===== src/hdl/scope_pkg.sv =====
// sizes assume a 4096-deep, four-channel capture RAM with one byte per sample per channel
package scope_pkg;

	localparam int RAM_AW        = 12;                // capture RAM address bits
	localparam int RAM_DEPTH     = 1 << RAM_AW;       // samples per channel
	localparam int NUM_CH        = 4;
	localparam int CH_W          = $clog2(NUM_CH);
	localparam int BYTE_W        = 8;
	localparam int TP_MIN        = 4;                 // lowest trigger point accepted
	localparam int TP_MAX_MARGIN = 16;                // top trigger point sits this far below depth
	localparam int SAMPLE_GAP    = 5;                 // SAMPLES pulls the trigger point in past this
	localparam int PACE_MAX      = 30;                // largest pacing exponent
	localparam int PACE_W        = 5;
	localparam int PACE_CNT_W    = PACE_MAX + 1;      // holds 2^PACE_MAX - 1
	localparam int SHIFT_W       = 4;                 // send shift field
	localparam int TYPE_W        = 4;                 // trigger type field
	localparam int OFF_W         = RAM_AW + 5;        // offset plus the widest step without wrap
	localparam int READY_TIMEOUT = 1 << 20;           // cycles to wait for cap_ready
	localparam int READY_TMO_W   = $clog2(READY_TIMEOUT);

	localparam logic [BYTE_W-1:0] UNASSIGNED_ID   = 8'd200;
	localparam logic [BYTE_W-1:0] RANGE_SPAN      = 8'd10;  // width of the id ranges
	localparam logic [BYTE_W-1:0] THRESH_LO_RESET = 8'h80;
	localparam logic [BYTE_W-1:0] THRESH_HI_RESET = 8'hFF;
	localparam logic [TYPE_W-1:0] TRIG_TYPE_RESET = 4'b0001; // rising edge only
	localparam logic [PACE_W-1:0] PACE_RESET      = 5'd5;
	localparam logic [RAM_AW-1:0] TP_RESET        = RAM_AW'(RAM_DEPTH / 4);

	// range commands are named by their base value
	typedef enum logic [BYTE_W-1:0] {
		OP_SET_ID     = 8'd0,
		OP_SELECT     = 8'd10,
		OP_LAST       = 8'd20,
		OP_ARM        = 8'd100,
		OP_ROLL_ON    = 8'd101,
		OP_ROLL_OFF   = 8'd102,
		OP_TRIG_POINT = 8'd121,
		OP_SAMPLES    = 8'd122,
		OP_SEND_SHIFT = 8'd123,
		OP_PACE       = 8'd125,
		OP_THRESH_LO  = 8'd127,
		OP_TRIG_TYPE  = 8'd128,
		OP_TIME_OVER  = 8'd129,
		OP_TRIG_CHAN  = 8'd130,
		OP_AUTOREARM  = 8'd139,
		OP_THRESH_HI  = 8'd140
	} opcode_e;

	typedef enum logic [1:0] {CS_IDLE, CS_WAIT_READY, CS_READOUT} ctrl_state_e;
	typedef enum logic [1:0] {RD_IDLE, RD_RUN, RD_FINISH} rd_state_e;

	typedef struct packed {
		logic              strobe;
		opcode_e           opcode;
		logic [BYTE_W-1:0] arg_hi;   // first argument byte
		logic [BYTE_W-1:0] arg_lo;   // second, or the only one
	} cfg_write_t;

	typedef struct packed {
		logic [BYTE_W-1:0] thresh_lo;
		logic [BYTE_W-1:0] thresh_hi;
		logic [TYPE_W-1:0] trig_type;
		logic [NUM_CH-1:0] chan_en;
		logic [RAM_AW:0]   time_over;
		logic              rolling;
	} trig_cfg_t;

	typedef struct packed {
		logic [RAM_AW-1:0]  trig_point;
		logic [RAM_AW-1:0]  samples;    // 0 means the full depth
		logic [SHIFT_W-1:0] send_shift;
		logic [PACE_W-1:0]  pace_shift;
		logic               autorearm;
	} readout_cfg_t;

	typedef logic [NUM_CH-1:0][BYTE_W-1:0] sample_quad_t; // channel 0 in the low byte

endpackage


===== src/hdl/cmd_ctrl.sv =====
// bytes are taken on every rx_valid with no back-pressure; a SELECT for this board is ignored while a readout runs
`timescale 1ns/1ps

module cmd_ctrl import scope_pkg::*; (
	input  logic              clk,
	input  logic              arst_n,
	input  logic              rx_valid,
	input  logic [BYTE_W-1:0] rx_data,
	input  logic [BYTE_W-1:0] board_id,
	input  logic              cap_ready,
	input  logic              rd_done,
	output logic              fwd_valid,
	output logic [BYTE_W-1:0] fwd_data,
	output cfg_write_t        cfg_wr,
	output logic              rd_start
);

	ctrl_state_e            state;        // readout sequencing
	opcode_e                pend_op;      // opcode still collecting arguments
	logic [1:0]             args_left;    // argument bytes still to come
	logic [BYTE_W-1:0]      arg_hi;       // first argument byte, 0 for one-byte args
	logic                   passthrough;  // some other board is selected
	logic [READY_TMO_W-1:0] tmo_cnt;      // cycles spent waiting on cap_ready
	logic [1:0]             nargs;        // arguments the byte on rx_data needs
	logic                   known_op;
	logic                   is_set_id;
	logic                   is_select;
	logic                   is_last;
	logic [BYTE_W-1:0]      sel_id;       // id addressed by a SELECT
	logic [BYTE_W-1:0]      last_id;      // id addressed by a LAST

	assign is_set_id = rx_data < (OP_SET_ID + RANGE_SPAN);
	assign is_select = (rx_data >= OP_SELECT) && (rx_data < (OP_SELECT + RANGE_SPAN));
	assign is_last   = (rx_data >= OP_LAST) && (rx_data < (OP_LAST + RANGE_SPAN));
	assign sel_id    = rx_data - OP_SELECT;
	assign last_id   = rx_data - OP_LAST;

	always_comb begin
		nargs    = 2'd0;
		known_op = 1'b1;
		case (rx_data)
			OP_TRIG_POINT, OP_SAMPLES, OP_TIME_OVER: nargs = 2'd2;   // high byte then low
			OP_SEND_SHIFT, OP_PACE, OP_THRESH_LO, OP_TRIG_TYPE,
			OP_TRIG_CHAN, OP_THRESH_HI:              nargs = 2'd1;
			OP_ARM, OP_ROLL_ON, OP_ROLL_OFF, OP_AUTOREARM: nargs = 2'd0;
			default:                                 known_op = 1'b0;
		endcase
	end

	always_ff @(posedge clk or negedge arst_n) begin
		if (!arst_n) begin
			state       <= CS_IDLE;
			pend_op     <= OP_ARM;
			args_left   <= 2'd0;
			arg_hi      <= '0;
			passthrough <= 1'b0;
			tmo_cnt     <= '0;
			fwd_valid   <= 1'b0;
			fwd_data    <= '0;
			cfg_wr      <= '0;
			rd_start    <= 1'b0;
		end else begin
			fwd_valid     <= 1'b0;   // all three are single-cycle pulses
			cfg_wr.strobe <= 1'b0;
			rd_start      <= 1'b0;

			case (state)
				CS_WAIT_READY: begin
					if (passthrough) begin
						state <= CS_IDLE;                  // host moved on to another board
					end else if (cap_ready) begin
						rd_start <= 1'b1;
						state    <= CS_READOUT;
					end else if (tmo_cnt == READY_TMO_W'(READY_TIMEOUT - 1)) begin
						state <= CS_IDLE;                  // capture never completed, give up
					end else begin
						tmo_cnt <= tmo_cnt + 1'b1;
					end
				end
				CS_READOUT: begin
					if (rd_done) state <= CS_IDLE;
				end
				default: ;
			endcase

			if (rx_valid) begin
				if (args_left != 2'd0) begin               // argument byte
					fwd_valid <= 1'b1;
					fwd_data  <= rx_data;
					arg_hi    <= rx_data;
					args_left <= args_left - 2'd1;
					if (args_left == 2'd1) begin           // last one, hand the write over
						cfg_wr.strobe <= 1'b1;
						cfg_wr.opcode <= pend_op;
						cfg_wr.arg_hi <= arg_hi;
						cfg_wr.arg_lo <= rx_data;
					end
				end else if (is_set_id) begin
					fwd_valid     <= 1'b1;
					fwd_data      <= rx_data + 1'b1;       // next board down gets the next id
					cfg_wr.strobe <= 1'b1;
					cfg_wr.opcode <= OP_SET_ID;
					cfg_wr.arg_hi <= '0;
					cfg_wr.arg_lo <= rx_data;
				end else if (is_select) begin
					if (sel_id == board_id) begin          // us: not forwarded
						passthrough <= 1'b0;
						if (state == CS_IDLE) begin
							state   <= CS_WAIT_READY;
							tmo_cnt <= '0;
						end
					end else begin
						passthrough <= 1'b1;
						fwd_valid   <= 1'b1;
						fwd_data    <= rx_data;
					end
				end else if (is_last) begin
					fwd_valid     <= 1'b1;
					fwd_data      <= rx_data;
					cfg_wr.strobe <= 1'b1;
					cfg_wr.opcode <= OP_LAST;
					cfg_wr.arg_hi <= '0;
					cfg_wr.arg_lo <= {{(BYTE_W - 1){1'b0}}, last_id == board_id};
				end else if (known_op) begin
					fwd_valid <= 1'b1;
					fwd_data  <= rx_data;
					if (nargs == 2'd0) begin
						cfg_wr.strobe <= 1'b1;
						cfg_wr.opcode <= opcode_e'(rx_data);
						cfg_wr.arg_hi <= '0;
						cfg_wr.arg_lo <= '0;
					end else begin
						pend_op   <= opcode_e'(rx_data);
						args_left <= nargs;
						arg_hi    <= '0;                   // stays 0 for one-byte args
					end
				end
				// anything else is dropped here and not passed on
			end
		end
	end

endmodule


===== src/hdl/config_regs.sv =====
// writes land one cycle after the strobe; TRIG_CHAN only touches this board's four channels
`timescale 1ns/1ps

module config_regs import scope_pkg::*; (
	input  logic              clk,
	input  logic              arst_n,
	input  cfg_write_t        cfg_wr,
	output logic [BYTE_W-1:0] board_id,
	output trig_cfg_t         trig_cfg,
	output readout_cfg_t      ro_cfg,
	output logic              last_board,
	output logic              arm
);

	logic [2*BYTE_W-1:0] arg_word;      // high byte then low
	logic [RAM_AW-1:0]   new_samples;
	logic [RAM_AW-1:0]   tp_clamped;
	logic [PACE_W-1:0]   pace_clamped;

	assign arg_word    = {cfg_wr.arg_hi, cfg_wr.arg_lo};
	assign new_samples = arg_word[RAM_AW-1:0];

	always_comb begin
		if (arg_word > (RAM_DEPTH - TP_MAX_MARGIN))
			tp_clamped = RAM_AW'(RAM_DEPTH - TP_MAX_MARGIN);
		else if (arg_word < TP_MIN)
			tp_clamped = RAM_AW'(TP_MIN);
		else
			tp_clamped = arg_word[RAM_AW-1:0];
	end

	assign pace_clamped = (cfg_wr.arg_lo > PACE_MAX) ? PACE_W'(PACE_MAX) : cfg_wr.arg_lo[PACE_W-1:0];

	always_ff @(posedge clk or negedge arst_n) begin
		if (!arst_n) begin
			board_id           <= UNASSIGNED_ID;
			last_board         <= 1'b0;
			arm                <= 1'b0;
			trig_cfg.thresh_lo <= THRESH_LO_RESET;
			trig_cfg.thresh_hi <= THRESH_HI_RESET;
			trig_cfg.trig_type <= TRIG_TYPE_RESET;
			trig_cfg.chan_en   <= '1;
			trig_cfg.time_over <= '0;
			trig_cfg.rolling   <= 1'b1;
			ro_cfg.trig_point  <= TP_RESET;     // quarter of the buffer before the trigger
			ro_cfg.samples     <= '0;
			ro_cfg.send_shift  <= '0;
			ro_cfg.pace_shift  <= PACE_RESET;
			ro_cfg.autorearm   <= 1'b0;
		end else begin
			arm <= 1'b0;
			if (cfg_wr.strobe) begin
				case (cfg_wr.opcode)
					OP_SET_ID:     board_id <= cfg_wr.arg_lo;
					OP_LAST:       last_board <= cfg_wr.arg_lo[0];   // id match done upstream
					OP_ARM:        arm <= 1'b1;
					OP_ROLL_ON:    trig_cfg.rolling <= 1'b1;
					OP_ROLL_OFF:   trig_cfg.rolling <= 1'b0;
					OP_AUTOREARM:  ro_cfg.autorearm <= !ro_cfg.autorearm;
					OP_TRIG_POINT: ro_cfg.trig_point <= tp_clamped;
					OP_SAMPLES: begin
						ro_cfg.samples <= new_samples;
						// short windows pull the trigger point to the middle, unclamped
						if (new_samples >= RAM_AW'(SAMPLE_GAP) &&
							ro_cfg.trig_point > new_samples - RAM_AW'(SAMPLE_GAP))
							ro_cfg.trig_point <= new_samples >> 1;
					end
					OP_SEND_SHIFT: ro_cfg.send_shift <= cfg_wr.arg_lo[SHIFT_W-1:0];
					OP_PACE:       ro_cfg.pace_shift <= pace_clamped;
					OP_THRESH_LO:  trig_cfg.thresh_lo <= cfg_wr.arg_lo;
					OP_THRESH_HI:  trig_cfg.thresh_hi <= cfg_wr.arg_lo;
					OP_TRIG_TYPE:  trig_cfg.trig_type <= cfg_wr.arg_lo[TYPE_W-1:0];
					OP_TIME_OVER:  trig_cfg.time_over <= arg_word[RAM_AW:0];
					OP_TRIG_CHAN: begin
						if ((cfg_wr.arg_lo >> CH_W) == board_id)   // arg/4 picks the board
							trig_cfg.chan_en[cfg_wr.arg_lo[CH_W-1:0]] <=
								!trig_cfg.chan_en[cfg_wr.arg_lo[CH_W-1:0]];
					end
					default: ;
				endcase
			end
		end
	end

endmodule


===== src/hdl/readout_engine.sv =====
// RAM answers rd_addr one cycle later; settings other than the start address are read live during a readout
`timescale 1ns/1ps

module readout_engine import scope_pkg::*; (
	input  logic              clk,
	input  logic              arst_n,
	input  logic              rd_start,
	input  logic [RAM_AW-1:0] wr_trig_addr,
	input  readout_cfg_t      ro_cfg,
	input  sample_quad_t      ram_data,
	input  logic              tx_busy,
	output logic [RAM_AW-1:0] rd_addr,
	output logic              tx_start,
	output logic [BYTE_W-1:0] tx_data,
	output logic              rd_done,
	output logic              rearm
);

	rd_state_e              state;
	logic [RAM_AW-1:0]      base;         // first sample address of every channel
	logic [CH_W-1:0]        ch_f;         // channel being fetched
	logic [CH_W-1:0]        rd_ch;        // channel of the read in flight
	logic [OFF_W-1:0]       off_f;        // offset being fetched
	logic                   fetch_done;   // last address issued
	logic                   rd_pend;      // ram_data holds our read this cycle
	logic                   hold_valid;
	logic [BYTE_W-1:0]      hold_byte;    // next byte for the transmitter
	logic [PACE_CNT_W-1:0]  pace_cnt;     // cycles since the last tx_start, saturating
	logic [OFF_W-1:0]       n_lim;
	logic [OFF_W-1:0]       step;
	logic [OFF_W-1:0]       off_next;
	logic                   pace_ok;
	logic                   send_now;
	logic                   issue;

	assign n_lim    = (ro_cfg.samples == '0) ? OFF_W'(RAM_DEPTH) : OFF_W'(ro_cfg.samples);
	assign step     = OFF_W'(1) << ro_cfg.send_shift;
	assign off_next = off_f + step;
	assign pace_ok  = pace_cnt >= ((PACE_CNT_W'(1) << ro_cfg.pace_shift) - PACE_CNT_W'(1));

	// never two starts in a row, and busy is only sampled with tx_start low
	assign send_now = (state == RD_RUN) && hold_valid && !tx_busy && !tx_start && pace_ok;
	// refill as soon as the holding byte is empty or leaving this cycle
	assign issue    = (state == RD_RUN) && !fetch_done && !rd_pend && (!hold_valid || send_now);
	assign rd_addr  = base + off_f[RAM_AW-1:0];   // wraps mod depth

	always_ff @(posedge clk or negedge arst_n) begin
		if (!arst_n) begin
			state      <= RD_IDLE;
			base       <= '0;
			ch_f       <= '0;
			rd_ch      <= '0;
			off_f      <= '0;
			fetch_done <= 1'b0;
			rd_pend    <= 1'b0;
			hold_valid <= 1'b0;
			hold_byte  <= '0;
			pace_cnt   <= '1;
			tx_start   <= 1'b0;
			tx_data    <= '0;
			rd_done    <= 1'b0;
			rearm      <= 1'b0;
		end else begin
			tx_start <= 1'b0;
			rd_done  <= 1'b0;
			rearm    <= 1'b0;
			rd_pend  <= issue;
			if (pace_cnt != '1) pace_cnt <= pace_cnt + 1'b1;

			case (state)
				RD_IDLE: begin
					if (rd_start) begin
						base       <= wr_trig_addr - ro_cfg.trig_point;
						ch_f       <= '0;
						off_f      <= '0;
						fetch_done <= 1'b0;
						hold_valid <= 1'b0;
						pace_cnt   <= '1;            // first byte goes without pacing
						state      <= RD_RUN;
					end
				end
				RD_RUN: begin
					if (issue) begin
						rd_ch <= ch_f;
						if (off_next >= n_lim) begin  // channel finished
							off_f <= '0;
							if (ch_f == CH_W'(NUM_CH - 1))
								fetch_done <= 1'b1;
							else
								ch_f <= ch_f + 1'b1;
						end else begin
							off_f <= off_next;
						end
					end
					if (rd_pend) begin
						hold_byte  <= ram_data[rd_ch];
						hold_valid <= 1'b1;
					end else if (send_now) begin
						hold_valid <= 1'b0;
					end
					if (send_now) begin
						tx_start <= 1'b1;
						tx_data  <= hold_byte;
						pace_cnt <= '0;
						if (fetch_done && !rd_pend)  // nothing left behind this byte
							state <= RD_FINISH;
					end
				end
				RD_FINISH: begin
					rd_done <= 1'b1;
					rearm   <= ro_cfg.autorearm;
					state   <= RD_IDLE;
				end
				default: state <= RD_IDLE;
			endcase
		end
	end

endmodule


===== src/hdl/scope_proc.sv =====
// one board of the chain; trig_arm merges ARM commands and autorearm at the end of a readout
`timescale 1ns/1ps

module scope_proc import scope_pkg::*; (
	input  logic              clk,
	input  logic              arst_n,
	input  logic              rx_valid,
	input  logic [BYTE_W-1:0] rx_data,
	output logic              fwd_valid,
	output logic [BYTE_W-1:0] fwd_data,
	input  logic              tx_busy,
	output logic              tx_start,
	output logic [BYTE_W-1:0] tx_data,
	input  logic              cap_ready,
	input  logic [RAM_AW-1:0] wr_trig_addr,
	output logic              trig_arm,
	output logic [RAM_AW-1:0] rd_addr,
	input  sample_quad_t      ram_data,
	output trig_cfg_t         trig_cfg,
	output logic              last_board
);

	cfg_write_t        cfg_wr;
	readout_cfg_t      ro_cfg;
	logic [BYTE_W-1:0] board_id;
	logic              rd_start;
	logic              rd_done;
	logic              cfg_arm;    // ARM command
	logic              rearm;      // autorearm after a readout

	assign trig_arm = cfg_arm | rearm;   // both are registered pulses

	cmd_ctrl u_cmd_ctrl (
		.clk       (clk),
		.arst_n    (arst_n),
		.rx_valid  (rx_valid),
		.rx_data   (rx_data),
		.board_id  (board_id),
		.cap_ready (cap_ready),
		.rd_done   (rd_done),
		.fwd_valid (fwd_valid),
		.fwd_data  (fwd_data),
		.cfg_wr    (cfg_wr),
		.rd_start  (rd_start)
	);

	config_regs u_config_regs (
		.clk        (clk),
		.arst_n     (arst_n),
		.cfg_wr     (cfg_wr),
		.board_id   (board_id),
		.trig_cfg   (trig_cfg),
		.ro_cfg     (ro_cfg),
		.last_board (last_board),
		.arm        (cfg_arm)
	);

	readout_engine u_readout_engine (
		.clk          (clk),
		.arst_n       (arst_n),
		.rd_start     (rd_start),
		.wr_trig_addr (wr_trig_addr),
		.ro_cfg       (ro_cfg),
		.ram_data     (ram_data),
		.tx_busy      (tx_busy),
		.rd_addr      (rd_addr),
		.tx_start     (tx_start),
		.tx_data      (tx_data),
		.rd_done      (rd_done),
		.rearm        (rearm)
	);

endmodule


===== config.mk =====
export PLATFORM = sky130hd
export DESIGN_NAME = scope_proc
export DESIGN_NICKNAME = d
export VERILOG_FILES = /design/src/hdl/scope_pkg.sv /design/src/hdl/cmd_ctrl.sv /design/src/hdl/config_regs.sv /design/src/hdl/readout_engine.sv /design/src/hdl/scope_proc.sv
export SDC_FILE = /design/constraint.sdc
export NUM_CORES = 1
export LEC_CHECK = 0
export ABC_AREA = 0
export BUFFER_PORTS_ARGS = -buffer_cell sky130_fd_sc_hd__buf_2
export CORE_MARGIN = 1.5
export CORE_UTILIZATION = 40
export CTS_CLUSTER_DIAMETER = 100
export DETAILED_ROUTE_END_ITERATION = 8
export HOLD_SLACK_MARGIN = 0.1
export PLACE_DENSITY_LB_ADDON = 0.3
export SLEW_MARGIN = 15
export SYNTH_ARGS = -nofsm -noshare
export SYNTH_HDL_FRONTEND = slang
export SYNTH_HIERARCHICAL = 1
export SYNTH_SLANG_ARGS = --single-unit

===== constraint.sdc =====
create_clock -name clk -period 5.8 [get_ports clk]
set_input_delay 0.58 -clock clk [delete_from_list [all_inputs] [get_ports clk]]
set_output_delay 0.58 -clock clk [all_outputs]
set_load 0.01 [all_outputs]

Yosys cells after proc, flatten, opt, wreduce, memory -nomap -nowiden
Cells that the tools add are included.

Reduce and logical (&&, ||, !) cells: 63. Equal/unequal tests: 54. Magnitude comparators: 15. Shifts and indexed selects: 2. Multiplexer cells: 104. Bitwise gates (word level): 6. $add $sub $neg: 12.

Operators with widths (number): $mux W20 (10); $mux W25 (8); $eq A8 B7 Y1 const B (16); $mux W8 (13); $mux W31 (3); $eq A8 B8 Y1 const B (10); $pmux W31 S2 (1); $mux W17 (3); $mux W2 (23); $mux W12 (3); $pmux W17 S2 (1); $add A31 B1 Y31 const B (1); $ge A31 B31 Y1 (1); $ne A31 B31 Y1 const B (1); $shl A1 B5 Y31 const A (1); $sub A31 B1 Y31 const B (1); $reduce_and A2 Y1 (15); $mux W1 (25); $pmux W12 S2 (1); $add A20 B1 Y20 const B (1); $eq A20 B20 Y1 const B (1); $ne A2 B2 Y1 const B (9); $reduce_and A3 Y1 (6); $add A17 B17 Y17 (1); other kinds (56) (101).

Flip-flop bits (word level): 246. Input port bits: 57. Output and inout bits: 70.

Longest topological paths before layout
Depth in word-level cells: 11. Depth in mapped cells: 20.

Hierarchy
The synthesis kept the hierarchy.

Modules (own cells, without submodules): readout_engine (times used 1, cells an instance 840, area each 7405.9 um^2); cmd_ctrl (times used 1, cells an instance 402, area each 4186.5 um^2); config_regs (times used 1, cells an instance 362, area each 4102.7 um^2); scope_proc (times used 1, cells an instance 1, area each 6.3 um^2).

Worst setup path after synthesis
Ideal clock, no wire load.

Path kind: reg-to-reg. From: register u_config_regs/ro_cfg[4] (netlist name). To: register u_readout_engine.off_f[12]. Period minus slack after synthesis: 4.352 ns. Path buffers: 6. Cell stages (with the launch flop): 21. Slack: 1.448 ns. Arrival: 4.227 ns. Cell sequence: dfrtp_1 -> clkbuf_1 -> buf_1 -> nand3b_1 -> ha_1 -> clkbuf_1 -> buf_1 -> o21ai_0 -> o31ai_1 -> a21oi_1 -> ha_1 -> a21oi_1 -> o21ai_1 -> a221oi_1 -> o311ai_1 -> a21oi_2 -> nor3b_1 -> or3_1 -> clkbuf_1 -> buf_2 -> mux2_4.

Longest elaborated chain between the ends: 8.

Ends and longest elaborated chain: $shl A1 B5 Y31 (RTL line readout_engine.sv:39) `assign pace_ok = pace_cnt >= ((PACE_CNT_W'(1) << ro_cfg.pace_shift) - PACE_CNT_W'(1));`; $sub A31 B1 Y31 (RTL line readout_engine.sv:39); $ge A31 B31 Y1 (RTL line readout_engine.sv:39); $logic_and A1 B1 Y1 (RTL line readout_engine.sv:42) `assign send_now = (state == RD_RUN) && hold_valid && !tx_busy && !tx_start && pace_ok;`; $logic_or A1 B1 Y1 (RTL line readout_engine.sv:44) `assign issue = (state == RD_RUN) && !fetch_done && !rd_pend && (!hold_valid || send_now);`; $logic_and A1 B1 Y1 (RTL line readout_engine.sv:44); $ne A2 B1 Y1 (no source line); $reduce_and A3 Y1 (no source line); end signal: assignment (RTL line readout_engine.sv:92) `off_f <= off_next;`; end: declaration (RTL line readout_engine.sv:23) `logic [OFF_W-1:0] off_f;`.

No other way between the ends. A chain may end at the register's enable or synchronous reset.

Final worst setup path
From: register u_config_regs/ro_cfg[1] (netlist name). To: register u_readout_engine.off_f[6].

Longest elaborated chain between the ends: 8.

Ends and longest elaborated chain (RTL line): $shl A1 B5 Y31 (readout_engine.sv:39); $sub A31 B1 Y31 (readout_engine.sv:39); $ge A31 B31 Y1 (readout_engine.sv:39); $logic_and A1 B1 Y1 (readout_engine.sv:42); $logic_or A1 B1 Y1 (readout_engine.sv:44); $logic_and A1 B1 Y1 (readout_engine.sv:44); $ne A2 B1 Y1 (no source line); $reduce_and A3 Y1 (no source line).

No other way between the ends.

==> results.ini <==
[synthesis]
yosysTopAreaCell=dfrtp_1
synth_compound_area_frac=0.1357
ys_ff_latch=246
syn_area_per_cell_um2=9.783
synthXorXnorAreaFrac=0.05969
synth_top_family_by_area=simple AND/OR/NAND/NOR gates
yosys_warnings=6
synth_adder_area_share=0.09706
synth_edf_count=0
synthesis.nets=1782
seq_area_frac_synth=0.3964
synthSimpleGateAreaFrac=0.1663
ys_top_cells_by_count=dfrtp_1, nand2_1, ha_1
synth_cells=1605
ys_types=91
netlist_area_um2=15700
async_flop_share=1.000
synth.mux.area_fraction=0.09993
synth_top_cell_area_share=0.3044
synth-main-ff-cell=dfrtp_1
synth_most_common_cell=dfrtp_1
synth_area_leaders=dfrtp_1, ha_1, dfstp_2, mux2_2, xnor2_1

[place]
dp.cells=2192
gp_congestion=0.8635
numPortBuffers=126
placed_area_um2=16810
dp_hpwl_mm=28.73

[pwr]
p_leak_nw=8.034
fin_total_pwr_mw=5.547
peakVddDrop_uv=229.9
power.density_nw_per_um2=311.1

[detailed_routing]
drt-total-wl_mm=39.68
viasPerCell=5.563
wl_per_cell_um=17.70
drt_iter0_drc=870
vias=12470
firstDrtPassIters=5
ant_nets=0
route.detailed.drc=0

[clocking]
clk_pin_slew_ns=0.06
ctsHoldBuffers=0
clock_latency_ns=0.57
root_buffer=clkbuf_16
htree_levels=1
post_cts_resized=0
cts_sinks=246
clk_path_buf_depth=3
cts_tree=done
post_cts_buffers=0
cts_made_buffers=27

[worst_setup_path]
cp_top_family=simple AND/OR/NAND/NOR gates
r2r_slack_ns=0.85
worst-setup-path-type=flop to flop
crit_slowest_cell=dfstp_2
r2r_cells=18
path_buf_inv=2
worst_path_largest_cell_delay_ns=0.71
worstPathRequired_ns=6.25
rr_endpoint=u_readout_engine/off_f[6]
start_kind=flop
arrival_ns=5.40
cp-end-kind=flop
path_max_fanout=17
cp.depth=18
r2r-start=u_config_regs/ro_cfg[1]
worstPathCellList=nor2_1 > nand3b_1 > ha_1 > buf_4 > nor2_1 > nand3_1 > nand2_1 > a21boi_0 > ha_1 > and4_1 > and4bb_1 > a31oi_1 > o211ai_1 > a21oi_2 > nor3b_1 > buf_4 > or3_1 > mux2_1

[floorplan]
die_x_um=201.1
core_um2=38650
core.rowCount=72
io_pins=127
die_y_um=201.1
dieArea_um2=40450
start_util=0.4063

[layout]
syn2layout_area_growth_pct=13.58
final_cell_area_um2=17830
n_antenna_cell=0
drive_gt1_frac=0.2111
fin_util=0.4614
finalNonFillerCells=2242
finalNetCount=1880

[job]
cap_violations=0

[timing]
final.setup_skew_ns=0.03201
layout_min_cycle_time_ns=4.947
fmax_ghz=0.2022
worst_pin_slew_ns=1.116
final-setup-viol-count=0
rsz0062_at_grt=no
slew_viol_final=0
period_share=0.8529
slew-limit-headroom=0.2529
hold_viol_final=0
timing.setup.tns_ns=0

[min_path]
min_path_type=input port to async pin

[grt]
grtUsageTotal=0.1940
grt_overflow=0
grt_pass1_vias=12090
grt_pass1_wl_mm=64.80
grt_max_degree=127
antenna_found_initial=0

[outcome]
outcome=completed

-- state kept, by name (all words and copies together), names as in the netlist, 8 cells and up --
| register | count |
|---|---|
| u_config_regs/trig_cfg | 38 |
| u_cmd_ctrl/cfg_wr | 25 |
| u_readout_engine/tx_data | 8 |
| u_cmd_ctrl/fwd_data | 8 |
| u_readout_engine/off_f | 17 |
| u_cmd_ctrl/pend_op | 8 |
| u_readout_engine/pace_cnt | 31 |
| u_cmd_ctrl/tmo_cnt | 20 |
| u_readout_engine/hold_byte | 8 |
| u_cmd_ctrl/arg_hi | 8 |
| u_readout_engine/base | 12 |
| u_config_regs/board_id | 8 |
| u_config_regs/ro_cfg | 34 |
-- layout make-up --
cell class                      instances  area, µm²
Sequential cell                       246       6225
Tap cell                              518      648.1
Clock inverter                         16      276.5
Clock buffer                           34      742.0
Fill cell                            3686      20810
Multi-Input combinational cell       1185       8786
Timing Repair Buffer                  143      780.7
Inverter                              100      375.4
-- layout by cell type (no fill, tap or decap), types with 10 or more instances in the layout --
| master | netlist | routed |
|---|---|---|
| dfrtp_1 | 191 | 191 |
| buf_2 | 13 | 125 |
| nand2_1 | 118 | 118 |
| ha_1 | 117 | 117 |
| nor2_1 | 114 | 113 |
| a21oi_1 | 102 | 102 |
| inv_1 | 98 | 98 |
| xnor2_1 | 71 | 71 |
| mux2_2 | 67 | 67 |
| o21ai_0 | 61 | 61 |
| dfstp_2 | 55 | 55 |
| nor3_1 | 53 | 52 |
| nand3_1 | 50 | 50 |
| xor2_1 | 36 | 36 |
| mux2i_1 | 33 | 33 |
| clkbuf_16 | 0 | 27 |
| nand4_1 | 24 | 24 |
| and3_1 | 17 | 17 |
| buf_4 | 5 | 16 |
| mux2_1 | 15 | 15 |
| nor2b_1 | 14 | 14 |
| nand2b_1 | 14 | 14 |
| o21a_1 | 14 | 14 |
| nor4b_1 | 13 | 13 |
| nor4_1 | 13 | 12 |
| and2_1 | 12 | 12 |
| or3_1 | 11 | 11 |
| a22o_1 | 11 | 11 |
| o22ai_1 | 10 | 10 |
| o31ai_1 | 10 | 10 |
-- logic make-up after synthesis --
kind of cell	count (synthesis)
simple gates	501
compound gates	325
flops	246
buf+inv	174
mux	132
fa+ha+maj	120
xor+xnor	107
-- report_power, final --
| part | switching, mW | total [mW] | internal, mW |
|---|---|---|---|
| combinational | 0.675 | 1.26 | 0.582 |
| clock | 0.736 | 1.96 | 1.22 |
| sequential | 0.295 | 2.33 | 2.04 |
| total | 1.71 | 5.55 | 3.84 |
-- per-layer routing --
metal	part of all wire	GRT usage	vias up
met1	0.47	0.2701	6139
met5	0	0	-
met3	0.049	0.02705	58
met2	0.46	0.3139	300
met4	0.026	0.05693	0
li1	-	-	5975
-- worst max-delay path by stage --
stage	start	endpoint
2_1_floorplan	u_config_regs/ro_cfg[4]	u_readout_engine/off_f[12]
3_3_place_gp	u_config_regs/ro_cfg[1]	u_readout_engine/off_f[6]
3_5_place_dp	u_config_regs/ro_cfg[1]	u_readout_engine/off_f[6]
4_1_cts	u_config_regs/ro_cfg[1]	u_readout_engine/off_f[6]
5_1_grt	u_config_regs/ro_cfg[1]	u_readout_engine/off_f[6]
6_report	u_config_regs/ro_cfg[1]	u_readout_engine/off_f[6]
-- stage by stage --
step / hold slack [ns] / setup WS (ns)
final: 0.04717 / 0.8533
after global routing: 0.1257 / 0.5070
after CTS: 0.1356 / 0.9253
after detailed placement: 0.4638 / 0.9449
after global placement: 0.4498 / 1.084
after floorplan: 0.2844 / 1.448
Note: power is estimated with default switching activity, not from simulation.
